`config.mk`:
```
export PLATFORM = sky130hd
export DESIGN_NAME = rename_core
export DESIGN_NICKNAME = d
export VERILOG_FILES = /design/src/common/rename_pkg.sv /design/src/common/rob_pkg.sv /design/src/design/free_list.sv /design/src/design/map_table.sv /design/src/design/rename_core.sv /design/src/rob/rob.sv /design/src/rob/rob_alloc.sv /design/src/rob/rob_entry.sv /design/src/rob/rob_retire.sv
export VERILOG_INCLUDE_DIRS = /design/src /design/src/common
export SDC_FILE = /design/constraint.sdc
export NUM_CORES = 2
export LEC_CHECK = 0
export BUFFER_PORTS_ARGS = -buffer_cell sky130_fd_sc_hd__clkbuf_2
export CORE_ASPECT_RATIO = 1.4
export CORE_MARGIN = 4
export CORE_UTILIZATION = 55
export DETAILED_ROUTE_END_ITERATION = 6
export PLACE_DENSITY_LB_ADDON = 0.2
export SLEW_MARGIN = 20
export SYNTH_ARGS = -nofsm -noshare
export SYNTH_HDL_FRONTEND = slang
export SYNTH_SLANG_ARGS = --single-unit
```
`constraint.sdc`:
```
create_clock -name clock -period 3.6 [get_ports clock]
set_input_delay 0.36 -clock clock [delete_from_list [all_inputs] [get_ports clock]]
set_output_delay 0.36 -clock clock [all_outputs]
set_load 0.02 [all_outputs]
```
`src/common/core_settings.svh`:
```
`ifndef CORE_SETTINGS_SVH
`define CORE_SETTINGS_SVH

// Reorder buffer depth with every slot usable
`define ROB_SIZE 16

// Register file sizes
`define ARCH_REGS 32
`define PHYS_REGS 64

// Tags that are either free or held by in-flight instructions
`define FREE_SIZE (`PHYS_REGS - `ARCH_REGS)

// Derived widths
`define ARCH_W     $clog2(`ARCH_REGS)
`define PHYS_W     $clog2(`PHYS_REGS)
`define ROB_IDX_W  $clog2(`ROB_SIZE)
`define ROB_CNT_W  ($clog2(`ROB_SIZE) + 1)   // Counts 0 to ROB_SIZE
`define FREE_IDX_W $clog2(`FREE_SIZE)
`define FREE_CNT_W ($clog2(`FREE_SIZE) + 1)  // Counts 0 to FREE_SIZE

`endif

```
`src/common/rename_pkg.sv`:
```
`include "core_settings.svh"

// Register naming shared by the map table, free list and ROB
package rename_pkg;

	// Architectural register number
	typedef logic [`ARCH_W-1:0] arch_reg_t;

	// Physical register tag that the CDB also carries
	typedef logic [`PHYS_W-1:0] phys_reg_t;

	// One instruction offered at dispatch
	typedef struct packed {
		arch_reg_t arch_dest;  // Destination to rename
		logic      halt;       // Only reported when it retires
	} dispatch_t;

endpackage

```
`src/common/rob_pkg.sv`:
```
`include "core_settings.svh"

// Reorder buffer records and pointers
package rob_pkg;

	typedef logic [`ROB_IDX_W-1:0] rob_idx_t;    // Slot index
	typedef logic [`ROB_CNT_W-1:0] rob_count_t;  // Occupancy

	// One ROB slot
	typedef struct packed {
		rename_pkg::phys_reg_t t_new;      // Tag written by this instruction
		rename_pkg::phys_reg_t t_old;      // Previous mapping, freed at retire
		rename_pkg::arch_reg_t arch_dest;
		logic                  halt;
		logic                  busy;       // Slot holds a live instruction
		logic                  ready;      // Result seen on the CDB
	} rob_entry_t;

	// What leaves the head each retire cycle
	typedef struct packed {
		rename_pkg::arch_reg_t arch_dest;
		rename_pkg::phys_reg_t t_new;      // Becomes architectural
		rename_pkg::phys_reg_t t_old;      // Goes back to the free list
		logic                  halt;
	} retire_t;

endpackage

```
`src/design/free_list.sv`:
```
`include "core_settings.svh"

// Ring of free physical tags with a second pointer at the retire point
module free_list (
	input  logic                  clock,
	input  logic                  rst,
	input  logic                  flush,
	input  logic                  pop,       // Dispatch takes free_tag
	input  logic                  push,      // Retire returns a tag
	input  rename_pkg::phys_reg_t push_tag,
	output rename_pkg::phys_reg_t free_tag,
	output logic                  empty
);

	typedef logic [`FREE_IDX_W-1:0] free_idx_t;
	typedef logic [`FREE_CNT_W-1:0] free_count_t;

	rename_pkg::phys_reg_t slots [`FREE_SIZE];
	free_idx_t             rd_ptr_q;    // Next tag to hand out
	free_idx_t             ret_ptr_q;   // Oldest in-flight slot
	free_idx_t             ret_ptr_next;
	free_count_t           count_q;

	assign free_tag     = slots[rd_ptr_q];
	assign empty        = (count_q == '0);
	assign ret_ptr_next = push ? ret_ptr_q + free_idx_t'(1) : ret_ptr_q;  // Ring wraps at 32

	always_ff @(posedge clock) begin
		if (rst) begin
			for (int i = 0; i < `FREE_SIZE; i++)
				slots[i] <= rename_pkg::phys_reg_t'(`ARCH_REGS + i);  // Tags 32 to 63
			rd_ptr_q  <= '0;
			ret_ptr_q <= '0;
			count_q   <= free_count_t'(`FREE_SIZE);
		end else begin
			// Slot held the retiring T_new that is now architectural
			if (push)
				slots[ret_ptr_q] <= push_tag;
			ret_ptr_q <= ret_ptr_next;
			if (flush) begin
				rd_ptr_q <= ret_ptr_next;                 // Squashed tags come back in order
				count_q  <= free_count_t'(`FREE_SIZE);
			end else begin
				if (pop)
					rd_ptr_q <= rd_ptr_q + free_idx_t'(1);
				count_q <= count_q + free_count_t'(push) - free_count_t'(pop);
			end
		end
	end

endmodule

```
`src/design/map_table.sv`:
```
`include "core_settings.svh"

// Speculative and architectural register maps
module map_table (
	input  logic                  clock,
	input  logic                  rst,
	input  logic                  flush,
	input  logic                  rename,
	input  logic                  commit,
	input  rename_pkg::arch_reg_t rename_arch,
	input  rename_pkg::arch_reg_t commit_arch,
	input  rename_pkg::phys_reg_t rename_tag,
	input  rename_pkg::phys_reg_t commit_tag,
	output rename_pkg::phys_reg_t t_old
);

	rename_pkg::phys_reg_t spec_map [`ARCH_REGS];
	rename_pkg::phys_reg_t arch_map [`ARCH_REGS];
	rename_pkg::phys_reg_t arch_next [`ARCH_REGS];  // Arch map with this cycle's commit

	// Read before the rename write lands
	assign t_old = spec_map[rename_arch];

	always_comb begin
		arch_next = arch_map;
		if (commit)
			arch_next[commit_arch] = commit_tag;
	end

	always_ff @(posedge clock) begin
		if (rst) begin
			// Identity map that sends r to tag r
			for (int i = 0; i < `ARCH_REGS; i++) begin
				spec_map[i] <= rename_pkg::phys_reg_t'(i);
				arch_map[i] <= rename_pkg::phys_reg_t'(i);
			end
		end else begin
			arch_map <= arch_next;
			if (flush)
				spec_map <= arch_next;                 // Roll back to retired state
			else if (rename)
				spec_map[rename_arch] <= rename_tag;
		end
	end

endmodule

```
`src/design/rename_core.sv`:
```
// Rename back end top with map table, free list and reorder buffer
module rename_core (
	input  logic                  clock,
	input  logic                  rst,
	input  logic                  flush,
	input  logic                  dispatch_valid,
	input  rename_pkg::dispatch_t dispatch,
	output logic                  dispatch_ready,
	output rename_pkg::phys_reg_t dispatch_tag,       // T_new
	output rob_pkg::rob_idx_t     dispatch_rob_index,
	input  logic                  cdb_valid,
	input  rename_pkg::phys_reg_t cdb_tag,
	output logic                  retire_valid,
	output rob_pkg::retire_t      retire
);

	logic                  dispatch_fire;
	logic                  retire_fire;    // Retire that is not being flushed away
	logic                  rob_full;
	logic                  free_empty;
	rename_pkg::phys_reg_t t_old;
	rob_pkg::rob_entry_t   entry_data;

	assign dispatch_ready = !rob_full && !free_empty;
	assign dispatch_fire  = dispatch_valid && dispatch_ready;  // Pop, rename and ROB write
	assign retire_fire    = retire_valid && !flush;

	// New ROB record that is busy and waits on its tag
	always_comb begin
		entry_data.t_new     = dispatch_tag;
		entry_data.t_old     = t_old;
		entry_data.arch_dest = dispatch.arch_dest;
		entry_data.halt      = dispatch.halt;
		entry_data.busy      = 1'b1;
		entry_data.ready     = 1'b0;
	end

	map_table u_map (
		.clock (clock), .rst (rst), .flush (flush),
		.rename (dispatch_fire), .commit (retire_fire),
		.rename_arch (dispatch.arch_dest), .commit_arch (retire.arch_dest),
		.rename_tag (dispatch_tag), .commit_tag (retire.t_new),
		.t_old (t_old)
	);

	free_list u_free (
		.clock (clock), .rst (rst), .flush (flush),
		.pop (dispatch_fire), .push (retire_fire), .push_tag (retire.t_old),
		.free_tag (dispatch_tag), .empty (free_empty)
	);

	rob u_rob (
		.clock (clock), .rst (rst), .flush (flush),
		.dispatch_fire (dispatch_fire), .cdb_valid (cdb_valid),
		.dispatch_data (entry_data), .cdb_tag (cdb_tag),
		.rob_index (dispatch_rob_index), .full (rob_full),
		.retire_valid (retire_valid), .retire (retire)
	);

endmodule

```
`src/rob/rob.sv`:
```
`include "core_settings.svh"

// Reorder buffer built from the allocator, slot array and retire unit
module rob (
	input  logic                  clock,
	input  logic                  rst,
	input  logic                  flush,
	input  logic                  dispatch_fire,
	input  logic                  cdb_valid,
	input  rob_pkg::rob_entry_t   dispatch_data,
	input  rename_pkg::phys_reg_t cdb_tag,
	output rob_pkg::rob_idx_t     rob_index,
	output logic                  full,
	output logic                  retire_valid,
	output rob_pkg::retire_t      retire
);

	logic [`ROB_SIZE-1:0] write;       // One-hot from the allocator
	logic [`ROB_SIZE-1:0] clear;       // One-hot from the retire unit
	rob_pkg::rob_entry_t  write_data;
	rob_pkg::rob_entry_t  entries [`ROB_SIZE];

	rob_alloc u_alloc (
		.clock         (clock),
		.rst           (rst),
		.flush         (flush),
		.dispatch_fire (dispatch_fire),
		.retire_valid  (retire_valid),
		.dispatch_data (dispatch_data),
		.write         (write),
		.write_data    (write_data),
		.tail          (rob_index),
		.full          (full)
	);

	// Each slot snoops the CDB on its own
	for (genvar i = 0; i < `ROB_SIZE; i++) begin : g_entry
		rob_entry u_entry (
			.clock      (clock),
			.rst        (rst),
			.flush      (flush),
			.write      (write[i]),
			.clear      (clear[i]),
			.cdb_valid  (cdb_valid),
			.write_data (write_data),
			.cdb_tag    (cdb_tag),
			.entry      (entries[i])
		);
	end

	rob_retire u_retire (
		.clock        (clock),
		.rst          (rst),
		.flush        (flush),
		.entries      (entries),
		.clear        (clear),
		.retire_valid (retire_valid),
		.retire       (retire)
	);

endmodule

```
`src/rob/rob_alloc.sv`:
```
`include "core_settings.svh"

// Tail side of the ROB, occupancy and the slot write strobes
module rob_alloc (
	input  logic                  clock,
	input  logic                  rst,
	input  logic                  flush,
	input  logic                  dispatch_fire,
	input  logic                  retire_valid,
	input  rob_pkg::rob_entry_t   dispatch_data,
	output logic [`ROB_SIZE-1:0]  write,
	output rob_pkg::rob_entry_t   write_data,
	output rob_pkg::rob_idx_t     tail,
	output logic                  full
);

	rob_pkg::rob_count_t count_q;

	assign write_data = dispatch_data;  // Same record goes to every slot
	assign full       = (count_q == rob_pkg::rob_count_t'(`ROB_SIZE));

	// One-hot decode of the tail
	always_comb begin
		write = '0;
		if (dispatch_fire)
			write[tail] = 1'b1;
	end

	always_ff @(posedge clock) begin
		if (rst || flush) begin
			tail    <= '0;
			count_q <= '0;
		end else begin
			if (dispatch_fire)
				tail <= (tail == rob_pkg::rob_idx_t'(`ROB_SIZE - 1)) ?
					'0 : tail + rob_pkg::rob_idx_t'(1);
			// Both at once leaves the count as it is
			case ({dispatch_fire, retire_valid})
				2'b10:   count_q <= count_q + rob_pkg::rob_count_t'(1);
				2'b01:   count_q <= count_q - rob_pkg::rob_count_t'(1);
				default: count_q <= count_q;
			endcase
		end
	end

endmodule

```
`src/rob/rob_entry.sv`:
```
// One ROB slot with its own CDB tag compare
module rob_entry (
	input  logic                  clock,
	input  logic                  rst,
	input  logic                  flush,
	input  logic                  write,       // Allocate at the tail
	input  logic                  clear,       // Retire at the head
	input  logic                  cdb_valid,
	input  rob_pkg::rob_entry_t   write_data,
	input  rename_pkg::phys_reg_t cdb_tag,
	output rob_pkg::rob_entry_t   entry
);

	logic cdb_hit;

	// Only a waiting slot listens to the bus
	assign cdb_hit = cdb_valid && entry.busy && !entry.ready &&
		(entry.t_new == cdb_tag);

	always_ff @(posedge clock) begin
		if (rst || flush) begin
			// Squash the slot
			entry.busy  <= 1'b0;
			entry.ready <= 1'b0;
		end else if (write) begin
			entry <= write_data;         // Comes in busy and not ready
		end else begin
			if (clear)
				entry.busy <= 1'b0;      // Head has left
			if (cdb_hit)
				entry.ready <= 1'b1;     // Visible to retire next cycle
		end
	end

endmodule

```
`src/rob/rob_retire.sv`:
```
`include "core_settings.svh"

// Head side of the ROB that retires ready entries in order
module rob_retire (
	input  logic                  clock,
	input  logic                  rst,
	input  logic                  flush,
	input  rob_pkg::rob_entry_t   entries [`ROB_SIZE],
	output logic [`ROB_SIZE-1:0]  clear,
	output logic                  retire_valid,
	output rob_pkg::retire_t      retire
);

	rob_pkg::rob_idx_t   head_q;
	rob_pkg::rob_entry_t head_entry;

	assign head_entry   = entries[head_q];
	assign retire_valid = head_entry.busy && head_entry.ready;  // From registers only

	// Record for the free list and architectural map
	always_comb begin
		retire.arch_dest = head_entry.arch_dest;
		retire.t_new     = head_entry.t_new;
		retire.t_old     = head_entry.t_old;
		retire.halt      = head_entry.halt;
	end

	// Free the head slot as it retires
	always_comb begin
		clear = '0;
		if (retire_valid)
			clear[head_q] = 1'b1;
	end

	always_ff @(posedge clock) begin
		if (rst || flush)
			head_q <= '0;
		else if (retire_valid)
			head_q <= (head_q == rob_pkg::rob_idx_t'(`ROB_SIZE - 1)) ?
				'0 : head_q + rob_pkg::rob_idx_t'(1);
	end

endmodule

```
==> flow_summary.ini <==
[timing]
finalSetupTns_ns = 0
finClkSkew_ns = 0.0214
rsz0062_at_grt = true
worst_pin_slew_ns = 1.13
slew-limit-headroom_pct = 24.6
timing.final.hold_violations = 0
fin_crit_ns = 3.56
drv_slew = 0
max_clock_freq_mhz = 281
final_min_period_over_clock_period_pct = 98.9
setup_viol = 0

[drt]
drtAntennaViolNets = 0
wire_length_reported_by_the_detailed_router_mm = 125
post-route-drc-count = 0
detailroute.via_count = 31751
drt-wirelength-per-cell_um = 26.2
drt_pre_antenna_iters = 6
drt_first_iter_violations = 3512
routed_via_density = 6.68

[synthesis]
sequential_area_share_after_synthesis_pct = 55.2
yosysWarningCount = 0
async_flop_share_pct = 0
netlist-cell-type-count = 79
synth_ff_type = sky130_fd_sc_hd__edfxtp_1
synthCells = 3782
synth.cell_area_um2 = 42400
post-synth-top-area-cell = sky130_fd_sc_hd__edfxtp_1
syn-num-nets = 3826
netlist.area_leader.share_pct = 34.0
synthesis.area_per_instance_um2 = 11.2
synth_enable_flop_cells = 480
synth-seq-cells = 930
netlist_top_cells_area = sky130_fd_sc_hd__edfxtp_1 (34%), sky130_fd_sc_hd__dfxtp_1 (21%), sky130_fd_sc_hd__mux4_2 (9.3%)

[place]
number_of_instances_in_the_placed_design = 4588
port-buffer-count = 46
gp_congestion = 0.944
dp.final_hpwl_mm = 78.8

[clock_network]
clock_tree.root_cell = sky130_fd_sc_hd__clkbuf_16
cts_made_buffers = 89
clock_insertion_delay_worst_skew_ns = 0.67
postCtsSetupRepairBufs = 0
clock-sinks = 930
path_clk_slew_ns = 0.06
post_cts_hold_buffer_count = 0
max-clock-path-buffers = 3
cts_tree = done
clock_tree.htree_level_count = 3

[die]
row_count = 120
fp.dieArea_um2 = 81700
core-area_um2 = 76400
floorplan.die.height_um = 337
top_level_ports = 47
initial_utilization_pct = 55.5
die_width_um = 243

[layout]
post_route_cells_drive_above_1_share_pct = 16.7
finish.cell_count_without_fillers = 4755
area.growth.synth_to_final_pct = 10.6
fillerInstances = 6066
layout.nets = 3749

[hold_path]
hold_path_class = in -> reg

[worst_setup_path]
critPathMaxFanout = 49
timing.critical_path.arrival_ns = 3.20
critical_path_class = reg -> out
required_ns = 3.24
worst_setup_path_start_kind = flip-flop
critPathCaptureType = output port

[global_routing]
grt_antenna_before_repair = 2
first_global_vias = 31243
grt_start_max_net_pins = 160
globalRoute.totalOverflow = 0
grt_pass1_wl_mm = 188
overall_track_demand_over_capacity_in_global_routing_pct = 29.7

[outcome]
run_status = finished clean

[power]
power_density_nw_per_um2 = 472
power.leakage_nw = 15.0
vdd_ir_drop_max_v = 0.000442

[job]
number_of_max_capacitance_violations_reported = 0
[registers in the layout, indices dropped and copies added, names as in the netlist, named ones only]
| signal | flops |
|---|---|
| u_rob.g_entry.u_entry.entry | 320 |
| u_free.slots | 192 |
| u_map.arch_map | 192 |
| u_map.spec_map | 192 |
| u_free.count_q | 6 |
| u_free.rd_ptr_q | 5 |
| u_free.ret_ptr_q | 5 |
| u_rob.u_alloc.count_q | 5 |
| u_rob.u_alloc.tail | 4 |
| u_rob.u_retire.head_q | 4 |
[power breakdown]
part,switching (mW),internal (mW)
clock network,4.11,5.19
logic,1.06,0.441
registers,0.0712,11.3
[synthesized netlist by cell type (all sizes together), types with 39 or more instances]
cell / number
nand4: 133
nor3: 41
nand3: 96
mux4: 175
o22ai: 42
xor2: 39
clkbuf: 229
o21ai: 166
a21oi: 296
o31ai: 189
nor2: 229
inv: 88
buf: 149
mux2i: 83
nand2: 398
nor4: 65
dfxtp: 450
xnor2: 74
edfxtp: 480
a31oi: 65
[path summary, 6_finish.rpt]
check	startpoint	endpoint	slack, ns	cells past startpoint
setup / recovery	flip-flop	dispatch_tag[5]	0.04	6
hold / removal	rst	u_map.arch_map[109]$_SDFF_PP0_	0.09	2
setup reg to reg	u_rob.u_retire.head_q[0]$_SDFFE_PP0P_	u_rob.u_alloc.count_q[4]$_SDFFE_PP0P_	0.27	11
hold reg to reg	u_map.arch_map[191]$_SDFF_PP0_	u_map.spec_map[191]$_SDFFE_PP0P_	0.46	2
[layout make-up]
type	instances	area, µm²	share of cell area, %
Antenna cell	2	5.00	0.0107
Clock buffer	121	2520	5.38
Clock inverter	42	309	0.659
Inverter	88	342	0.728
Multi-Input combinational cell	2386	17300	36.8
Sequential cell	930	23400	49.9
Tap cell	976	1220	2.60
Timing Repair Buffer	210	1830	3.91
[cells by family (layout without fill, tap and decap cells)]
group / after synthesis / after routing / share of synthesized area [%]
xor+xnor: 113 / 113 / 2.33
mux: 266 / 266 / 11.5
buf+inv: 466 / 461 / 4.64
simple gates: 1079 / 1079 / 12.2
fa+ha+maj: 27 / 27 / 0.832
compound gates: 901 / 901 / 13.3
flops: 930 / 930 / 55.2
other cells: 0 / 2 / 0
[routing by layer]
metal	vias up	routed length (µm)	GRT usage, %
li1	14036	-	-
met1	15907	46600	36.4
met2	1464	62800	51.5
met3	342	9030	4.31
met4	2	6320	15.2
met5	-	13	0
[per-stage QoR]
step	hold slack (ns)	utilization [%]	total power, mW	area, µm²	setup WS [ns]
final	0.0886	61.4	22.2	46900	0.0407
after detailed placement	0.450	57.6	13.1	44000	0.229
after floorplan	0.423	-	12.5	42400	0.0463
after global placement	0.445	57.6	13.1	44000	0.264
after global routing	0.114	61.4	22.7	46900	-0.0190
after CTS	0.0713	61.3	22.2	46900	0.00535
[cells in the final DEF (no fill, tap or decap), types with 18 or more instances in the layout]
cell type                     n
sky130_fd_sc_hd__buf_12      20
sky130_fd_sc_hd__o22ai_1     39
sky130_fd_sc_hd__a31oi_1     65
sky130_fd_sc_hd__clkbuf_1    19
sky130_fd_sc_hd__and2_1      33
sky130_fd_sc_hd__nor2_1     209
sky130_fd_sc_hd__nand2_1    393
sky130_fd_sc_hd__buf_4      139
sky130_fd_sc_hd__nor4_1      64
sky130_fd_sc_hd__o31ai_1    189
sky130_fd_sc_hd__mux2i_1     83
sky130_fd_sc_hd__clkbuf_2    42
sky130_fd_sc_hd__edfxtp_1   480
sky130_fd_sc_hd__a22oi_1     30
sky130_fd_sc_hd__o21ai_0    148
sky130_fd_sc_hd__xnor2_1     74
sky130_fd_sc_hd__nand3_1     96
sky130_fd_sc_hd__clkbuf_16   94
sky130_fd_sc_hd__xor2_1      39
sky130_fd_sc_hd__ha_1        25
sky130_fd_sc_hd__nor3_1      37
sky130_fd_sc_hd__inv_1       82
sky130_fd_sc_hd__dfxtp_1    445
sky130_fd_sc_hd__nor2_2      18
sky130_fd_sc_hd__nand4_1    133
sky130_fd_sc_hd__a21oi_1    293
sky130_fd_sc_hd__mux4_2     175
[timing repair]
| action | CTS | global route |
|---|---|---|
| gates resized for setup | 5 | 3 |
| setup endpoints to repair | 15 | 5 |
| gates cloned | 1 | 1 |
[worst max-delay path: stages, from the launching register on]
cell and delay (ns):
sky130_fd_sc_hd__dfxtp_2 0.36, sky130_fd_sc_hd__buf_16 0.28, sky130_fd_sc_hd__mux4_2 0.61, sky130_fd_sc_hd__mux4_2 0.48, sky130_fd_sc_hd__mux2_2 0.30, sky130_fd_sc_hd__buf_12 0.19, sky130_fd_sc_hd__clkbuf_2 0.21
(Power assumes the default switching activity.)
